File: src/source/pipe_params.svh
`ifndef PIPE_PARAMS_SVH
`define PIPE_PARAMS_SVH

// datapath
`define DATA_W      32
`define RADDR_W     5

// data memory, word addressed
`define DMEM_WORDS  64
`define DMEM_AW     6

`endif

File: src/source/pipe_pkg.sv
`include "pipe_params.svh"

package pipe_pkg;

	typedef logic [`DATA_W-1:0]  word_t;
	typedef logic [`RADDR_W-1:0] reg_addr_t;

	typedef enum logic [3:0]
	{
		OP_NOP,
		OP_ADD,
		OP_SUB,
		OP_AND,
		OP_OR,
		OP_XOR,
		OP_SLT,
		OP_SLL,
		OP_MUL,
		OP_LW,
		OP_SW
	} op_t;

	// decoded instruction with operands, one lane
	typedef struct packed
	{
		logic      valid;
		op_t       op;
		reg_addr_t dest;
		word_t     src_a;
		word_t     src_b;
		word_t     imm;
		word_t     tag; // sequence number, travels to writeback
	} issue_t;

	typedef struct packed
	{
		logic  valid;
		op_t   op;
		word_t tag;
	} pipe_data_t;

	typedef struct packed
	{
		logic      we;
		reg_addr_t waddr;
		word_t     wdata;
	} reg_wr_t;

	typedef struct packed
	{
		logic  ce;
		logic  we;
		word_t addr; // byte address
		word_t wdata;
	} mem_req_t;

	typedef struct packed
	{
		reg_wr_t  reg_wr;
		mem_req_t memory_req;
	} pipe_req_t;

	typedef struct packed
	{
		logic stall_ex;
		logic stall_mem;
	} stall_t;

endpackage

File: src/source/ex_mem.sv
module ex_mem
	import pipe_pkg::*;
(
	input  logic       clk,
	input  logic       reset,
	input  logic       flush,
	input  stall_t     stall,
	input  pipe_data_t ex_data_a,
	input  pipe_data_t ex_data_b,
	input  pipe_req_t  ex_req_a,
	input  pipe_req_t  ex_req_b,
	output pipe_data_t mem_data_a,
	output pipe_data_t mem_data_b,
	output pipe_req_t  mem_req_a,
	output pipe_req_t  mem_req_b
);

	logic bubble;

	// execute stalled while memory moves on
	assign bubble = stall.stall_ex && !stall.stall_mem;

	always_ff @(posedge clk)
	begin
		if (reset || flush || bubble)
		begin
			mem_data_a.valid <= 1'b0;
			mem_data_a.op    <= OP_NOP;
			mem_data_a.tag   <= '0;
			mem_data_b.valid <= 1'b0;
			mem_data_b.op    <= OP_NOP;
			mem_data_b.tag   <= '0;
			mem_req_a <= '0;
			mem_req_b <= '0;
		end
		else if (!stall.stall_ex)
		begin
			mem_data_a <= ex_data_a;
			mem_data_b <= ex_data_b;
			mem_req_a  <= ex_req_a;
			mem_req_b  <= ex_req_b;
		end
		// full stall holds
	end

endmodule

File: config.mk
export PLATFORM = sky130hd
export DESIGN_NAME = ex_mem
export DESIGN_NICKNAME = d
export VERILOG_FILES = /design/src/source/pipe_pkg.sv /design/src/source/ex_mem.sv
export VERILOG_INCLUDE_DIRS = /design/src /design/src/source
export SDC_FILE = /design/constraint.sdc
export NUM_CORES = 1
export LEC_CHECK = 0
export ABC_AREA = 1
export BUFFER_PORTS_ARGS = -buffer_cell sky130_fd_sc_hd__clkbuf_2
export CORE_AREA = 2 2 220 222
export CTS_BUF_LIST = sky130_fd_sc_hd__clkbuf_4 sky130_fd_sc_hd__clkbuf_8 sky130_fd_sc_hd__clkbuf_16
export DETAILED_ROUTE_END_ITERATION = 10
export DIE_AREA = 0 0 222 224
export HOLD_SLACK_MARGIN = 0.03
export SETUP_SLACK_MARGIN = 0.2
export SYNTH_ARGS = -nofsm -noshare
export SYNTH_HDL_FRONTEND = slang
export SYNTH_SLANG_ARGS = --single-unit
File: constraint.sdc
create_clock -name clk -period 3.5 [get_ports clk]
set_clock_uncertainty 0.2 [all_clocks]
set_input_delay 0.7 -clock clk [delete_from_list [all_inputs] [get_ports clk]]
set_output_delay 0.7 -clock clk [all_outputs]
set_load 0.01 [all_outputs]
Word level (Yosys, flattened, before mapping)
Index checks and enable logic that the tools add are counted.
W data, S select, Z words.
{"block": "totals", "regBits": 282, "latch_bits": 0, "mem_bits_rw": 0, "rom_bits": 0, "in_bits": 287, "out_inout_bits": 282, "wordCells": 24, "memories": 0}
{"block": "classes", "n_addsub": 0, "multipliers": 0, "n_div": 0, "magnitude_cmp": 0, "n_eq_ne": 0, "shifts": 0, "muxes": 0, "bitwise": 0, "n_reduce_logical": 4}
{"op": "$logic_or A1 B1 Y1", "count": 2}
{"op": "$logic_and A1 B1 Y1", "count": 1}
{"op": "$logic_not A1 Y1", "count": 1}

Longest topological paths before layout
{"block": "depth", "depth_word": 3, "ltp_mapped": 7, "depth_no_buf": 4}

Worst setup path after synthesis
OpenSTA, ideal clock, no wires.
{"block": "synth_timing", "path_kind": "input -> register", "start": "in stall[1] (netlist bit)", "end": "reg mem_req_a[31] (netlist bit)", "setup_ns": 0.113, "arrival_ns": 1.342, "t_required_ns": 3.187, "setup_slack_ns": 1.845, "stages": 7, "path_buffers": 3, "path_cell_list": "buf_6 buf_6 buf_4 nand2_1 inv_1 nor2_1 nor2_2"}
{"block": "synth_between", "elab_chain_cells": 2}
{"item": "start, declared", "line": "ex_mem.sv:7", "text": "input stall_t stall,"}
{"item": "$logic_and A1 B1 Y1", "line": "ex_mem.sv:21", "text": "assign bubble = stall.stall_ex && !stall.stall_mem;"}
{"item": "$logic_or A1 B1 Y1", "line": "ex_mem.sv:25", "text": "if (reset || flush || bubble)"}
{"item": "end signal, assigned", "line": "ex_mem.sv:40", "text": "mem_req_a <= ex_req_a;"}
{"item": "end, declared", "line": "ex_mem.sv:14", "text": "output pipe_req_t mem_req_a,"}
Parallel ways exist; a longest one is shown, timed or not.
A chain may end at the register's enable or synchronous reset.

Final worst setup path
{"block": "layout_timing", "start": "reg mem_req_b[23] (netlist bit)", "end": "out mem_req_b[23] (netlist bit)"}
{"item": "start, declared", "line": "ex_mem.sv:15", "text": "output pipe_req_t mem_req_b"}
{"item": "start signal, assigned", "line": "ex_mem.sv:41", "text": "mem_req_b <= ex_req_b;"}
No word-level cell between the ends.

==> results.sh <==
export IMPL_rows=80
export IMPL_cts_buffers=35
export IMPL_cts_resized=0
export IMPL_clock_root_buffer="clkbuf_16"
export IMPL_gp_congestion=0.796
export IMPL_leakage_nw=11.3
export IMPL_layout_common_cells="782 x nor2_1, 567 x clkbuf_2, 565 x inv_1, 282 x nand2_1, 282 x dfxtp_1"
export IMPL_cts_setup_buffers=0
export IMPL_power_density_nw_per_um2=448
export IMPL_hold_viol=0
export IMPL_syn_avg_cell_area_um2=6.27
export IMPL_synth_seq_cells=282
export IMPL_overflow=0
export IMPL_layout_commonest_cell="nor2_1"
export IMPL_crit_family="flip-flops"
export IMPL_cts_hold_buf=0
export IMPL_cts_tree="done"
export IMPL_wirelength_mm=36.1
export IMPL_drive_above_1_share=0.271
export IMPL_syn_inst=2072
export IMPL_maxSlewViolCount=0
export IMPL_drt_iter0_drc=481
export IMPL_synthesis_area_um2=13000
export IMPL_crit_path_max_incr_delay_ps=370
export IMPL_cp_start_kind="flop"
export IMPL_cts_sink_count=282
export IMPL_setup_viol=0
export IMPL_vias_per_cell=3.73
export IMPL_max_clock_freq_mhz=514
export IMPL_crit_fanout=2
export IMPL_critPathRequiredTime_ps=2600
export IMPL_yosysSeqAreaShare=0.435
export IMPL_multi_input_area_um2=4430
export IMPL_grt_pass1_wl_mm=56.6
export IMPL_grt_pass1_vias=11148
export IMPL_antenna_left=0
export IMPL_start_util=0.274
export IMPL_place_detailed_hpwl_mm=26.9
export IMPL_drtPass1Iterations=4
export IMPL_maxCapViolCount=0
export IMPL_final_nets=2886
export IMPL_crit_arrival_ps=1050
export IMPL_antenna_diode_count=0
export IMPL_cts_htree_levels=2
export IMPL_seqCellArea_um2=5650
export IMPL_clockBufferDepth=3
export IMPL_dp_slack_ps=1080
export IMPL_path_cells="clkbuf_2"
export IMPL_portBuffers=568
export IMPL_worst_slack_ps=1550
export IMPL_finalPower_mw=7.68
export IMPL_antenna_found_initial=0
export IMPL_vias=12076
export IMPL_min_delay_path_class="in -> reg"
export IMPL_tightest_slew_ps=661
export IMPL_min_period_ps=1950
export IMPL_finalSetupTns_ps=0
export IMPL_clk_pin_slew_ps=60
export IMPL_clk_latency_ps=510
export IMPL_drc=0
export IMPL_crit_buf_inv=1
export IMPL_finalCritPeriodShare=0.556
export IMPL_wl_per_cell_um=11.2
export IMPL_syn_nets=2359
export IMPL_core_area_um2=47300
export IMPL_vdd_drop_max_mv=0.259
export IMPL_grt_max_degree=143
export IMPL_cp_slowest_cell="dfxtp_1"
export IMPL_nFillCells=5253
export IMPL_yosysWarningCount=0
export IMPL_die_area_um2=49700
export IMPL_die_h_um=224
export IMPL_endpoint_kind="primary output"
export IMPL_path_class="reg -> out"
export IMPL_synth_cell_types=10
export IMPL_status="complete, no violations"
export IMPL_area_growth_pct=32.0
export IMPL_rsz0062_at_grt="no"
export IMPL_grt_util_all_layers=0.141
export IMPL_ios=569
export IMPL_relSlewSlack=0.559
export IMPL_die_x_um=222
-- cells in the mapped netlist (all sizes together) --
library cell	instances	area, um2
nand2	284	1080
nor2	847	3340
clkbuf	9	124
dfxtp	282	5650
inv	565	2120
buf	85	672
-- sequential cells by signal, summed over array words and instances, names as in the netlist --
register    count
mem_data_b     37
mem_req_b     104
mem_data_a     37
mem_req_a     104
-- cell type report --
| class | instances | area share |
|---|---|---|
| sequential | 282 | 0.329 |
| multi-input combinational | 1131 | 0.259 |
| timing repair buffer | 584 | 0.178 |
| inverter | 565 | 0.124 |
| clock buffer | 51 | 0.0634 |
| tap | 615 | 0.0449 |
| clock inverter | 7 | 0.00226 |
-- power breakdown --
part / internal [mW] / leakage [nW] / switching (mW)
registers: 3.30 / 2.29 / 0.0440
logic: 0.329 / 8.44 / 0.483
clock network: 2.14 / 0.571 / 1.38
-- worst paths after layout --
path	startpoint	endpoint	slack, ps	depth (start not counted)
hold reg to reg	mem_req_a[73]	mem_req_a[73]	340	4
hold / removal	ex_req_b[56]	mem_req_b[56]	280	5
setup / recovery	mem_req_b[23]	mem_req_b[23]	1550	1
setup reg to reg	mem_req_a[1]	mem_req_a[1]	2590	4
-- stage by stage --
stage / area [um2] / utilization / std cells / hold WS, ps
finish: 17100 / 0.362 / 3235 / 279
global route: 17100 / 0.362 / 3235 / 272
CTS: 17100 / 0.362 / 3235 / 232
detailed placement: 16000 / 0.338 / 3177 / 331
global placement: 16000 / 0.338 / 3177 / 326
floorplan: 13000 / - / 2072 / 376
-- logic make-up after synthesis --
logic type             Yosys count  share of synthesized area
and+or+nand+nor               1131                      0.341
buffers and inverters          659                      0.225
DFF                            282                      0.435
-- metal layers --
layer  GRT usage  part of all wire  up-vias
met5           0                 0        -
met4      0.0508             0.029        0
met3      0.0479             0.079       65
met2       0.242              0.47      369
met1       0.162              0.43     4992
li1            -                 -     6650
-- worst min-delay path, delay by kind of cell --
kind | cells | cell delay, ps
simple gates | 3 | 140
buf+inv | 2 | 120
Power figures use the tool's default switching activity.
