`src/source/pipe_params.svh`:
```
`ifndef PIPE_PARAMS_SVH
`define PIPE_PARAMS_SVH

// datapath
`define DATA_W      32
`define RADDR_W     5

// data memory, word addressed
`define DMEM_WORDS  64
`define DMEM_AW     6

`endif

```
`src/source/pipe_pkg.sv`:
```
`include "pipe_params.svh"

package pipe_pkg;

	typedef logic [`DATA_W-1:0]  word_t;
	typedef logic [`RADDR_W-1:0] reg_addr_t;

	typedef enum logic [3:0]
	{
		OP_NOP,
		OP_ADD,
		OP_SUB,
		OP_AND,
		OP_OR,
		OP_XOR,
		OP_SLT,
		OP_SLL,
		OP_MUL,
		OP_LW,
		OP_SW
	} op_t;

	// decoded instruction with operands, one lane
	typedef struct packed
	{
		logic      valid;
		op_t       op;
		reg_addr_t dest;
		word_t     src_a;
		word_t     src_b;
		word_t     imm;
		word_t     tag; // sequence number, travels to writeback
	} issue_t;

	typedef struct packed
	{
		logic  valid;
		op_t   op;
		word_t tag;
	} pipe_data_t;

	typedef struct packed
	{
		logic      we;
		reg_addr_t waddr;
		word_t     wdata;
	} reg_wr_t;

	typedef struct packed
	{
		logic  ce;
		logic  we;
		word_t addr; // byte address
		word_t wdata;
	} mem_req_t;

	typedef struct packed
	{
		reg_wr_t  reg_wr;
		mem_req_t memory_req;
	} pipe_req_t;

	typedef struct packed
	{
		logic stall_ex;
		logic stall_mem;
	} stall_t;

endpackage

```
`src/source/mem_stage.sv`:
```
`include "pipe_params.svh"

module mem_stage
	import pipe_pkg::*;
(
	input  logic       clk,
	input  logic       reset,
	input  stall_t     stall,
	input  pipe_data_t mem_data_a,
	input  pipe_data_t mem_data_b,
	input  pipe_req_t  mem_req_a,
	input  pipe_req_t  mem_req_b,
	output pipe_data_t wb_data_a,
	output pipe_data_t wb_data_b,
	output reg_wr_t    wb_wr_a,
	output reg_wr_t    wb_wr_b
);

	word_t               dmem [`DMEM_WORDS];
	logic [`DMEM_AW-1:0] idx;
	logic                is_load;
	logic                is_store;
	reg_wr_t             wr_a;

	assign idx = mem_req_a.memory_req.addr[`DMEM_AW+1:2]; // word index

	assign is_load  = mem_req_a.memory_req.ce && !mem_req_a.memory_req.we;
	assign is_store = mem_req_a.memory_req.ce && mem_req_a.memory_req.we;

	// async read
	always_comb
	begin
		wr_a = mem_req_a.reg_wr;
		if (is_load)
			wr_a.wdata = dmem[idx];
	end

	// contents survive reset
	always_ff @(posedge clk)
	begin
		if (is_store && !stall.stall_mem)
			dmem[idx] <= mem_req_a.memory_req.wdata;
	end

	// writeback register
	always_ff @(posedge clk)
	begin
		if (reset)
		begin
			wb_data_a <= '0;
			wb_data_b <= '0;
			wb_wr_a   <= '0;
			wb_wr_b   <= '0;
		end
		else if (!stall.stall_mem)
		begin
			wb_data_a <= mem_data_a;
			wb_data_b <= mem_data_b;
			wb_wr_a   <= wr_a;
			wb_wr_b   <= mem_req_b.reg_wr; // no memory path on lane b
		end
	end

endmodule

```
`config.mk`:
```
export PLATFORM = sky130hd
export DESIGN_NAME = mem_stage
export DESIGN_NICKNAME = d
export VERILOG_FILES = /design/src/source/pipe_pkg.sv /design/src/source/mem_stage.sv
export VERILOG_INCLUDE_DIRS = /design/src /design/src/source
export SDC_FILE = /design/constraint.sdc
export NUM_CORES = 2
export LEC_CHECK = 0
export BUFFER_PORTS_ARGS = -buffer_cell sky130_fd_sc_hd__buf_2
export CAP_MARGIN = 20
export CORE_ASPECT_RATIO = 0.75
export CORE_MARGIN = 5
export CORE_UTILIZATION = 55
export CTS_CLUSTER_DIAMETER = 80
export DETAILED_ROUTE_END_ITERATION = 10
export MAX_ROUTING_LAYER = met4
export PLACE_DENSITY_LB_ADDON = 0.12
export REMOVE_ABC_BUFFERS = 1
export SLEW_MARGIN = 25
export SYNTH_ARGS = -nofsm -noshare
export SYNTH_HDL_FRONTEND = slang
export SYNTH_SLANG_ARGS = --single-unit
```
`constraint.sdc`:
```
create_clock -name clk -period 3.3 [get_ports clk]
set_input_delay 0.165 -clock clk [delete_from_list [all_inputs] [get_ports clk]]
set_output_delay 0.165 -clock clk [all_outputs]
set_load 0.01 [all_outputs]
```
Word level (Yosys, flattened, before mapping)
Memory sizes are Yosys's and may differ from the RTL's.
Cells that the tools add are included.
{"block": "totals", "ff_bits": 150, "ram_bits": 2048, "input_bits": 286, "output_inout_bits": 150, "word_cells": 21, "mem_count": 1}
{"name": "dmem", "words": 64, "word_bits": 32, "rd": 1, "rd_clocked_by_memory_dff": 0, "wr": 1, "line": "mem_stage.sv:19", "text": "word_t dmem [`DMEM_WORDS];"}
{"block": "op_classes", "n_mux": 3, "n_reduce_logical": 5}
{"cell": "32-bit 2-to-1 mux", "count": 1}
{"cell": "1-bit logical AND", "count": 3}
{"cell": "1-bit logical NOT", "count": 2}
{"cell": "1-bit 2-to-1 mux", "count": 2}

Logic depth before layout (Yosys ltp)
{"block": "logic_depth", "word_depth": 4, "mapped_depth": 12, "ltp_nobuf": 6}

Worst setup path after synthesis
Ideal clock, no wire load.
{"block": "synth_timing", "path_kind": "input to register", "start": "in mem_req_a[35] (netlist bit)", "end": "mem dmem[40][0] (netlist bit), enable pin", "setup_time_ps": 421, "t_arrival_ps": 2756, "t_required_ps": 2879, "path_slack_ps": 123, "path_stages": 6, "n_path_buf": 3, "cell_sequence": "buf_6 > buf_6 > nor3_1 > buf_2 > nand2_1 > nor2_1"}
{"element": "from (decl)", "line": "mem_stage.sv:11", "text": "input pipe_req_t mem_req_a,"}
{"element": "to (decl)", "line": "mem_stage.sv:19"}
No word-level cell before the write port.

Worst setup path in the final report
{"block": "layout_timing", "start": "mem dmem[15][22] (netlist bit)", "end": "reg wb_wr_a[22] (netlist bit)"}
{"block": "layout_via", "elab_chain_len": 2}
{"element": "memory 64 x 32 bit"}
{"element": "32-bit 2-to-1 mux", "line": "mem_stage.sv:34", "text": "if (is_load)"}
{"element": "to (signal assigned)", "line": "mem_stage.sv:59", "text": "wb_wr_a <= wr_a;"}
{"element": "to (decl)", "line": "mem_stage.sv:15", "text": "output reg_wr_t wb_wr_a,"}
Every way passes these cells.
A chain may end at the register's enable or synchronous reset.

==> results.cfg <==
[grt]
grt_pass1_vias = 51343
grt_max_degree = 78
antenna_found_initial = 25
grt_first_pass_wirelength_um = 409000
track_usage_pct = 37.9
grt_overflow = 0

[clock_network]
cts.clk_slew.worst_paths_ps = 70
cts_buffer_depth = 3
clock_latency_ps = 860
root_buffer = clkbuf_16
cts.sinks = 2198
htree_levels = 4
numCtsBuffers = 202
cts_tree = built

[synth]
avgSynthCellArea_sq_um = 17.8
ys_seq_area_share_pct = 76.4
ys_warn_count = 0
netlist_area_sq_um = 84400
synth_cell_types = 65
synthCells = 4742
synth_edf_count = 2048
synth_flop_cell = edfxtp_1
synth-async-reset-ratio_pct = 0
ys_seq_elements = 2198

[job]
cap_violations = 0

[timing]
period_share_pct = 87.2
slew_headroom_pct = 25.5
final.setup.tns_ps = 0
rsz0062_at_grt = no
finClkSkew_ps = 37.5
drv_slew = 0
finalHoldViolCount = 0
setup-violations-final = 0
worstMarginPinSlew_ps = 1120
fmax_ghz = 0.347
fin_crit_ps = 2880

[drt]
drtAntennaViolNets = 0
vias = 54192
initialDrtViolationCount = 9745
drc = 0
vias_per_cell = 6.86
finalWirelength_um = 299000
detail_route.wl_per_cell_um = 37.8
firstDrtPassIters = 6

[final_layout]
final_nets = 5978
syn_to_final_growth_pct = 20.1
drive_gt1_share_pct = 27.4
utilization_pct = 66.4
instances_no_fill = 7900

[critical_path]
critPathLaunchType = register
rr_worst_depth = 7
worst_setup_path_end_kind = register
crit_arrival_ps = 3610
path_class = reg -> reg
r2r_end = wb_wr_a[22]
timing.rr.start = dmem[15][22]
rrSetupSlack_ps = 420
cp_data_required_time_ps = 4030
cp_max_fo = 1

[run_status]
status = finished, final reports clean

[power]
p_total_uw = 57700
sw_frac_of_total_pct = 22.7
power_frac_seq_pct = 53.2
switchingPower_uw = 13100
ir_worst_vdd_mv = 0.591
internal-power_uw = 44600
p_leak_uw = 0.0345
p_per_area_nw_per_um2 = 569
p_comb_share_pct = 7.3
clockPowerShare_pct = 39.5

[hold_path]
hold_class = in -> reg
hold_path_depth = 1
holdPathEnd = dmem[31][22]
hp-start = mem_req_a[22]

[die]
rows = 124
die_area_sq_um = 161000
dieWidth_um = 462
num_io_pins = 436
fp.coreArea_sq_um = 153000
fp.dieH_um = 349
start_util_pct = 55.3

[place]
io_buffers = 342
placedCellCount = 7271
dpl.hpwl_um = 186000
place_congestion = 0.948
area by class of cell:
cell class                      instances  area (sq um)
Sequential cell                      2198         64500
Antenna cell                           17          42.5
Clock buffer                          265          5530
Multi-Input combinational cell       2175         18500
Clock inverter                        114           848
Tap cell                             2016          2520
Timing Repair Buffer                 1083          9200
Inverter                               32           130
Fill cell                           10296         51200
cell usage in the layout, fill, tap and decap left out, types with 144 or more instances in the layout:
cell type | netlist | layout
a221oi_1 | 249 | 249
buf_2 | 114 | 326
a22oi_1 | 184 | 184
dlygate4sd3_1 | 0 | 231
nor2_1 | 287 | 221
a21oi_1 | 144 | 144
edfxtp_1 | 2048 | 2048
clkbuf_16 | 0 | 205
dfxtp_1 | 150 | 150
buf_4 | 66 | 419
mux2_2 | 228 | 228
mux2i_1 | 286 | 286
metrics by stage:
stage	hold WS [ps]	cell area [sq um]	setup slack [ps]
final	67.7	101000	422
after global routing	57.2	101000	331
after CTS	2.85	101000	445
after detailed placement	401	92500	193
after global placement	396	92500	178
after floorplan	237	82600	-532
worst max-delay path: stages (launching register included):
cell and delay [ps]:
edfxtp_1 370, mux4_2 470, and3_1 190, a311oi_1 560, o2111ai_1 210, buf_4 200, o221a_2 230, dlygate4sd3_1 550
power groups by stage:
stage               registers (uW)  logic [uW]  clock network (uW)
detailed placement           31300        3810                   0
global route                 30700        4320               24100
finish                       30700        4210               22800
floorplan                    31300        1220                   0
CTS                          30700        4040               22800
global placement             31300        3760                   0
cell usage after synthesis, drive strengths merged, types with 32 or more instances:
library cell  instances  share of area (%)
a221oi              250                2.6
mux4                127                3.4
edfxtp             2048                 73
mux2                229                3.1
inv                  32               0.14
a22o                 38               0.39
a21oi               144               0.85
mux2i               286                3.4
buf                 230                1.7
clkbuf              107               0.48
a31oi                49               0.36
o22ai                82               0.61
nor2                290                1.3
a22oi               184                1.6
nand2               111               0.50
dfxtp               150                3.6
o21ai               128               0.76
repair_timing:
item / 4_1_cts / 5_1_grt
resized for setup: 0 / 0
setup buffers: 0 / 0
hold endpoints to repair: 740 / 500
hold buffers: 221 / 10
logic make-up after synthesis:
logic type,share of synthesized area [%]
buffers and inverters,2.29
DFF,76.4
AOI/OAI and AO/OA,8.86
and+or+nand+nor,2.57
muxes,9.84
per-layer routing:
metal	wire (um)	part of all wire, %	track usage (%)
met3	49000	16	12.6
met1	109000	36	52.6
met4	11800	4.0	12.7
met5	0	0	-
met2	129000	43	53.1
how the worst max path moves through the flow:
| stage | start | end | slack (ps) | depth (start not counted) |
|---|---|---|---|---|
| detailed placement | mem_req_a[36] | wb_wr_a[18] | 190 | 8 |
| global route | dmem[15][22] | wb_wr_a[22] | 330 | 7 |
| global placement | mem_req_a[36] | wb_wr_a[18] | 180 | 8 |
| finish | dmem[15][22] | wb_wr_a[22] | 420 | 7 |
| floorplan | mem_req_a[36] | wb_wr_a[2] | -530 | 6 |
| CTS | dmem[15][22] | wb_wr_a[22] | 440 | 7 |
flip-flops by register name, summed over array words and instances, names as in the netlist:
signal and flops:
dmem 2048, wb_wr_b 38, wb_data_b 37, wb_data_a 37, wb_wr_a 38
Note: power is estimated with default switching activity, not from simulation.
