===== config.mk =====
export PLATFORM = sky130hd
export DESIGN_NAME = exec_stage
export DESIGN_NICKNAME = d
export VERILOG_FILES = /design/src/source/pipe_pkg.sv /design/src/source/exec_stage.sv
export VERILOG_INCLUDE_DIRS = /design/src /design/src/source
export SDC_FILE = /design/constraint.sdc
export NUM_CORES = 2
export LEC_CHECK = 0
export ABC_CLOCK_PERIOD_IN_PS = 8550
export BUFFER_PORTS_ARGS = -buffer_cell sky130_fd_sc_hd__buf_2
export CORE_MARGIN = 1
export CORE_UTILIZATION = 57
export DETAILED_ROUTE_END_ITERATION = 16
export PLACE_DENSITY = 0.86
export SETUP_SLACK_MARGIN = 0.15
export SYNTH_ARGS = -nofsm -noshare
export SYNTH_HDL_FRONTEND = slang
export SYNTH_SLANG_ARGS = --single-unit

===== constraint.sdc =====
create_clock -name clk -period 8.55 [get_ports clk]
set_input_delay 0.855 -clock clk [delete_from_list [all_inputs] [get_ports clk]]
set_output_delay 0.855 -clock clk [all_outputs]
set_load 0.01 [all_outputs]

===== src/source/pipe_params.svh =====
`ifndef PIPE_PARAMS_SVH
`define PIPE_PARAMS_SVH

// datapath
`define DATA_W      32
`define RADDR_W     5

// data memory, word addressed
`define DMEM_WORDS  64
`define DMEM_AW     6

`endif


===== src/source/pipe_pkg.sv =====
`include "pipe_params.svh"

package pipe_pkg;

	typedef logic [`DATA_W-1:0]  word_t;
	typedef logic [`RADDR_W-1:0] reg_addr_t;

	typedef enum logic [3:0]
	{
		OP_NOP,
		OP_ADD,
		OP_SUB,
		OP_AND,
		OP_OR,
		OP_XOR,
		OP_SLT,
		OP_SLL,
		OP_MUL,
		OP_LW,
		OP_SW
	} op_t;

	// decoded instruction with operands, one lane
	typedef struct packed
	{
		logic      valid;
		op_t       op;
		reg_addr_t dest;
		word_t     src_a;
		word_t     src_b;
		word_t     imm;
		word_t     tag; // sequence number, travels to writeback
	} issue_t;

	typedef struct packed
	{
		logic  valid;
		op_t   op;
		word_t tag;
	} pipe_data_t;

	typedef struct packed
	{
		logic      we;
		reg_addr_t waddr;
		word_t     wdata;
	} reg_wr_t;

	typedef struct packed
	{
		logic  ce;
		logic  we;
		word_t addr; // byte address
		word_t wdata;
	} mem_req_t;

	typedef struct packed
	{
		reg_wr_t  reg_wr;
		mem_req_t memory_req;
	} pipe_req_t;

	typedef struct packed
	{
		logic stall_ex;
		logic stall_mem;
	} stall_t;

endpackage


===== src/source/exec_stage.sv =====
module exec_stage
	import pipe_pkg::*;
(
	input  logic       clk,
	input  logic       reset,
	input  logic       flush,
	input  stall_t     stall,
	input  issue_t     issue_a,
	input  issue_t     issue_b,
	output pipe_data_t ex_data_a,
	output pipe_data_t ex_data_b,
	output pipe_req_t  ex_req_a,
	output pipe_req_t  ex_req_b,
	output logic       mul_busy
);

	issue_t     iss_q [2];
	word_t      prod_q [2];
	logic       mul_second;
	logic       mul_pending;
	pipe_data_t data_out [2];
	pipe_req_t  req_out [2];

	function automatic word_t alu(input op_t op, input word_t a, input word_t b);
		word_t r;
		case (op)
			OP_ADD:  r = a + b;
			OP_SUB:  r = a - b;
			OP_AND:  r = a & b;
			OP_OR:   r = a | b;
			OP_XOR:  r = a ^ b;
			OP_SLT:  r = ($signed(a) < $signed(b)) ? word_t'(1) : '0;
			OP_SLL:  r = a << b[4:0];
			default: r = '0;
		endcase
		return r;
	endfunction

	// issue register
	always_ff @(posedge clk)
	begin
		if (reset || flush)
		begin
			iss_q[0] <= '0;
			iss_q[1] <= '0;
		end
		else if (!stall.stall_ex)
		begin
			iss_q[0] <= issue_a;
			iss_q[1] <= issue_b;
		end
	end

	assign mul_pending = (iss_q[0].valid && iss_q[0].op == OP_MUL) ||
		(iss_q[1].valid && iss_q[1].op == OP_MUL);
	assign mul_busy = mul_pending && !mul_second;

	// second multiply cycle, kept until the pair leaves execute
	always_ff @(posedge clk)
	begin
		if (reset || flush)
			mul_second <= 1'b0;
		else if (mul_busy)
			mul_second <= 1'b1;
		else if (!stall.stall_ex)
			mul_second <= 1'b0;
	end

	always_ff @(posedge clk)
	begin
		if (mul_busy)
		begin
			for (int i = 0; i < 2; i++)
				prod_q[i] <= iss_q[i].src_a * iss_q[i].src_b; // low word only
		end
	end

	always_comb
	begin
		for (int i = 0; i < 2; i++)
		begin
			data_out[i] = '0;
			req_out[i] = '0;
			if (iss_q[i].valid)
			begin
				data_out[i].valid = 1'b1;
				data_out[i].op = iss_q[i].op;
				data_out[i].tag = iss_q[i].tag;
				req_out[i].reg_wr.waddr = iss_q[i].dest;
				case (iss_q[i].op)
					OP_NOP: ;
					OP_MUL:
					begin
						req_out[i].reg_wr.we = 1'b1;
						req_out[i].reg_wr.wdata = prod_q[i];
					end
					OP_LW, OP_SW:
					begin
						if (i == 0)
						begin
							req_out[i].memory_req.ce = 1'b1;
							req_out[i].memory_req.we = (iss_q[i].op == OP_SW);
							req_out[i].memory_req.addr = iss_q[i].src_a + iss_q[i].imm;
							req_out[i].memory_req.wdata = iss_q[i].src_b;
							req_out[i].reg_wr.we = (iss_q[i].op == OP_LW); // data from mem stage
						end
						else
							data_out[i].op = OP_NOP; // lane b has no memory port
					end
					default:
					begin
						req_out[i].reg_wr.we = 1'b1;
						req_out[i].reg_wr.wdata = alu(iss_q[i].op, iss_q[i].src_a, iss_q[i].src_b);
					end
				endcase
			end
		end
	end

	assign ex_data_a = data_out[0];
	assign ex_data_b = data_out[1];
	assign ex_req_a  = req_out[0];
	assign ex_req_b  = req_out[1];

endmodule


-- After elaboration in Yosys (flattened, before gate mapping)
Memory sizes are Yosys's and may differ from the RTL's.
Cells that the tools add are included.
Widths: inputs -> output; s select.
- reduce and logical (&&, ||, !) cells: 12
- eq/ne operators: 21
- shift-type cells: 2
- magnitude comparators: 2
- bitwise gates (word level): 8
- multiply operators: 2
- add/subtract/negate cells: 5
- mux-type cells: 25
- operator list (kind ; count):
    $pmux 32 s7 ; 2
    $mux 138 ; 2
    $pmux 32 s2 ; 2
    $mux 104 ; 1
    $add 32x32->32 ; 3
    $mux 37 ; 2
    $mux 66 ; 1
    $and 32x32->32 ; 2
    $lt 32x32->1 ; 2
    $mul 32x32->32 ; 2
    $or 32x32->32 ; 2
    $shl 32x5->32 ; 2
    $sub 32x32->32 ; 2
    $xor 32x32->32 ; 2
    $mux 38 ; 1
    $eq 4x3->1 const B ; 8
    $eq 4x4->1 const B ; 6
    $eq 4x2->1 const B ; 4
    $mux 1 ; 12
    $eq 4x1->1 const B ; 2
    $logic_not 4->1 ; 2
    $reduce_or 3->1 ; 2
    $mux 4 ; 1
    $reduce_or 2->1 ; 2
    other kinds (6) ; 10
- input bits: 281
- memories kept: 2
- RAM bits: 340
- logic and storage cells: 80
- output and inout port bits: 283
- flip-flop bits (word level): 1
- memories (name ; depth ; width ; read ports ; clocked after Yosys merged registers in ; wr ports ; line ; source):
    iss_q ; 2 ; 138 ; 2 ; 0 ; 2 ; exec_stage.sv:17 ; issue_t iss_q [2];
    prod_q ; 2 ; 32 ; 2 ; 0 ; 2 ; exec_stage.sv:18 ; word_t prod_q [2];

-- Depth between registers and ports, before layout
An unclocked memory read counts as a cell.
- depth after elaboration: 7
- gate-level depth with buffers: 29
- mapped depth without buffers: 26

-- Worst setup path before layout
No wires, ideal clock.
- path type: register -> register
- start: memory iss_q[0][204] in the netlist's numbering
- end: memory prod_q[0][62] in the netlist's numbering (data pin)
- library setup time: 258 ps
- slack: 244 ps
- stages on the path, launching flop included: 27
- arrival: 8048 ps
- required time: 8292 ps
- path buffers: 4
- period minus slack after synthesis: 8306 ps
- cell sequence: edfxtp_1 > clkinv_1 > buf_1 > clkbuf_1 > clkbuf_1 > buf_1 > nor2_1 > fa_1 > inv_1 > fa_1 > fa_1 > fa_1 > inv_1 > fa_1 > inv_1 > fa_1 > inv_1 > fa_1 > fa_1 > ha_1 > a21oi_1 > nand3_1 > a221o_1 > or4_1 > a311o_1 > a21oi_1 > xnor2_1
- RTL lines (item ; line):
    start: declaration ; exec_stage.sv:17
    end: declaration ; exec_stage.sv:18

==> impl_results.md <==
* Logic pwr share at 50.8%
* Synthesized cell area at 56800 µm²
* Post-synth EDFFs at 308
* Post-DP HPWL at 186000 µm
* Fraction of layout cells with a size suffix above 1 at 12.9%
* WHS Path Cells at 2
* Share of synthesized registers carrying an async set or reset at 0%
* Full die area at 101000 µm²
* R2R Path End: prod_q[0][30]
* Clock Sinks at 309
* Row cnt at 115
* VDD IR max at 0.178 mV
* Vias at 52700
* Worst setup EP type: flip-flop
* Sw Share at 45.0%
* DRC at 0
* Area leader, netlist: fa_1
* CTS tree: done
* Mapped Cells at 6489
* Synth Flop Type: edfxtp_1
* Net switching power at 3.50 mW
* IO buf count at 464
* Crit-path max FO at 9
* Hold Vio Cnt, Final at 0
* Vias in the first global route at 53200
* Area of the core at 98600 µm²
* Multiplexer share of the synthesized area at 2.67%
* CP required at 8.94 ns
* Root Buffer: clkbuf_16
* Sequential power share at 25.3%
* Yosys cell types at 91
* I/O pins at 564
* Post-Synth XOR/XNOR Area at 3.18%
* Die Ht at 318 µm
* Routed len/inst at 29.0 µm
* Setup Crit Path Kind: reg -> reg
* Synth top area share at 28.9%
* Via density at 6.41
* Finished Cell Area at 62600 µm²
* Area growth, synth to finish at 10.2%
* Clock transition at path regs at 0.07 ns
* Min-delay src: flush
* Worst rel slew slack at 2.22%
* Synth Register Bits at 309
* Worst slew pin tran at 1.47 ns
* Placed instance area at 61100 µm²
* Simple-Gate Fraction of Synth Area at 17.0%
* R2R depth at 25
* CTS max path bufs at 3
* Fin Setup TNS at 0 ns
* Fin. max-slew vios at 0
* Largest net degree at the start of global routing at 207
* Hold-fix buffers, CTS at 0
* WHS Endpoint: mul_second
* Final Cycle Share at 96.7%
* Slowest CP cell: edfxtp_1
* RSZ-0062 raised after global routing: no
* PD cells at 124 nW/µm²
* Warnings from Yosys at 0
* Placed cell count at 8134
* Leakage at 29.2 nW
* Die W at 318 µm
* Tmin final at 8.27 ns
* Pre-antenna DRT Iters at 9
* Synth Area in Compound Gates at 11.7%
* Global-route wire length before repair at 347000 µm
* GPL Wtd Cong at 1.09
* Most used cell along the critical path: fa_1
* HP Class: in -> reg
* GR Overflow Total at 0
* CTS Buf Count at 43
* Final #Nets at 8467
* H-tree levels at 2
* Internal Dissipation at 4.28 mW
* DRT iter0 DRCs at 6564
* Setup violators final at 0
* Crit path largest cell delay at 0.61 ns
* Main combinational cell family by area after synthesis: adder cells
* Worst setup SP type: flip-flop
* Fin cells at 8225
* Status: completed
* Drt total wl at 238000 µm
* DRT antenna net count at 0
* Seq/Total Area, Yosys at 16.3%
* Top cells by area, synth: fa_1 29%, edfxtp_1 16%, ha_1 10%, inv_1 6.3%, nor2_1 6.1%
* Post-synthesis adder-cell area fraction at 39.3%
* Worst reg2reg setup slack at 0.28 ns
* Fmax at 0.121 GHz
* Worst-skew pair later-pin latency at 0.69 ns
* Mean Syn Cell Area at 8.75 µm²
* Initial antenna violation count at 20
* Clock share of power at 23.9%
* Clock Skew at 0.0624 ns
* RR Startpoint: iss_q[0][70]
* Gr usage total at 47.1%
* Fin Hold WS at 0.384 ns
* Total power at 7.78 mW
* CP arrival at 8.66 ns
* Starting Density at 57.6%
* Max cap viols at 0
## cell type report
cell class	count	area (µm²)
Multi-Input combinational cell	4838	42300
Fill cell	8143	36000
Sequential cell	309	9270
Timing Repair Buffer	711	4280
Inverter	991	3730
Tap cell	1287	1610
Clock buffer	45	1080
Clock inverter	33	307
Antenna cell	11	27.5
## repair_timing
action	in CTS	in global routing
setup buffers	0	2
resized for setup	0	4
endpoints found under the setup margin	0	4
## Yosys cell counts, types with 11 or more instances
cell	instances
xnor2_1	157
nor2_1	919
ha_1	471
a311oi_1	12
nor3_1	75
a22oi_1	15
a2111oi_0	23
buf_1	44
edfxtp_1	308
o221ai_1	28
nand2_1	660
o211ai_1	48
clkbuf_1	285
mux2i_1	41
a211oi_1	34
o21a_1	20
mux4_2	47
nand2b_1	32
a21oi_1	281
and3_1	17
buf_4	71
clkinv_1	27
fa_1	821
o21bai_1	42
a31oi_1	36
a221oi_1	43
or2_2	11
a211o_1	13
or3_1	24
o31ai_1	13
o21ai_0	179
a21o_1	52
nand3_1	50
a221o_1	22
nor2b_1	18
inv_1	955
xor2_1	49
o22ai_1	19
nor4_1	17
and2_1	340
buf_2	15
## cell families after synthesis
family | Yosys count
adder cells (fa/ha/maj) | 1292
XOR/XNOR | 206
buffers and inverters | 1407
flip-flops | 309
multiplexers | 92
AO/OA/AOI/OAI | 988
AND/OR/NAND/NOR | 2194
other | 1
## placed cells by master, fill, tap and decap left out, types with 17 or more instances in the layout
cell / synthesis / routed
nor2_1: 919 / 916
ha_1: 471 / 471
o22ai_1: 19 / 19
nand2b_1: 32 / 32
clkinv_1: 27 / 36
nor3_1: 75 / 67
o221ai_1: 28 / 28
inv_1: 955 / 951
and2_1: 340 / 340
a2111oi_0: 23 / 23
xnor2_1: 157 / 157
and3_1: 17 / 17
o21ai_0: 179 / 179
or3_1: 24 / 23
a221oi_1: 43 / 43
o21a_1: 20 / 20
a221o_1: 22 / 22
a31oi_1: 36 / 35
nand2_1: 660 / 659
fa_1: 821 / 821
nor2b_1: 18 / 18
xor2_1: 49 / 49
nor4_1: 17 / 17
a211oi_1: 34 / 34
o21bai_1: 42 / 42
a21o_1: 52 / 51
buf_2: 15 / 464
mux4_2: 47 / 47
buf_4: 71 / 239
nand3_1: 50 / 50
a21oi_1: 281 / 281
clkbuf_16: 0 / 43
mux2i_1: 41 / 41
o211ai_1: 48 / 48
edfxtp_1: 308 / 308
conb_1: 1 / 66
## power by group through the flow
stage | clock (mW) | sequential (mW) | combinational, mW
after floorplan | 0 | 1.93 | 2.51
after global placement | 0 | 1.98 | 3.70
after detailed placement | 0 | 1.98 | 3.78
after CTS | 1.86 | 1.95 | 3.83
after global routing | 1.92 | 1.97 | 4.23
final | 1.86 | 1.97 | 3.95
## metal layers
metal  global-route usage [%]  up-vias  part of all wire [%]
met4                     39.8       22                    11
met1                     53.7    25400                    33
met5                        0        -                 0.068
li1                         -    21700                     -
met3                     16.4     1378                    14
met2                     71.1     4212                    43
## worst max-delay path by stage
stage / from / slack [ns] / depth (start not counted) / end
finish: iss_q[0][70] / 0.28 / 25 / prod_q[0][30]
global route: iss_q[0][70] / 0.20 / 25 / prod_q[0][30]
detailed placement: iss_q[0][67] / 0.38 / 23 / prod_q[0][30]
global placement: iss_q[0][214] / 0.57 / 21 / prod_q[0][62]
CTS: iss_q[0][67] / 0.37 / 23 / prod_q[0][30]
floorplan: iss_q[0][204] / 0.24 / 26 / prod_q[0][62]
## state kept, by name, indices dropped and copies added, names as in the netlist
name        flops
mul_second      1
prod_q         64
iss_q         244
## worst max-delay path: cells and delay by family, from the launching register on
kind	cells	cell delay [ns]
adders and majority gates	9	3.81
AOI/OAI and AO/OA	7	1.92
buffers and inverters	5	0.97
DFF	1	0.61
and+or+nand+nor	3	0.55
xor gates and xnor gates	1	0.09
## per-stage QoR
stage,util [%],setup WS (ns)
finish,63.5,0.280
global placement,62.0,0.568
floorplan,-,0.244
CTS,63.4,0.365
global route,63.5,0.200
detailed placement,62.0,0.380
Note: power is estimated with default switching activity, not from simulation.
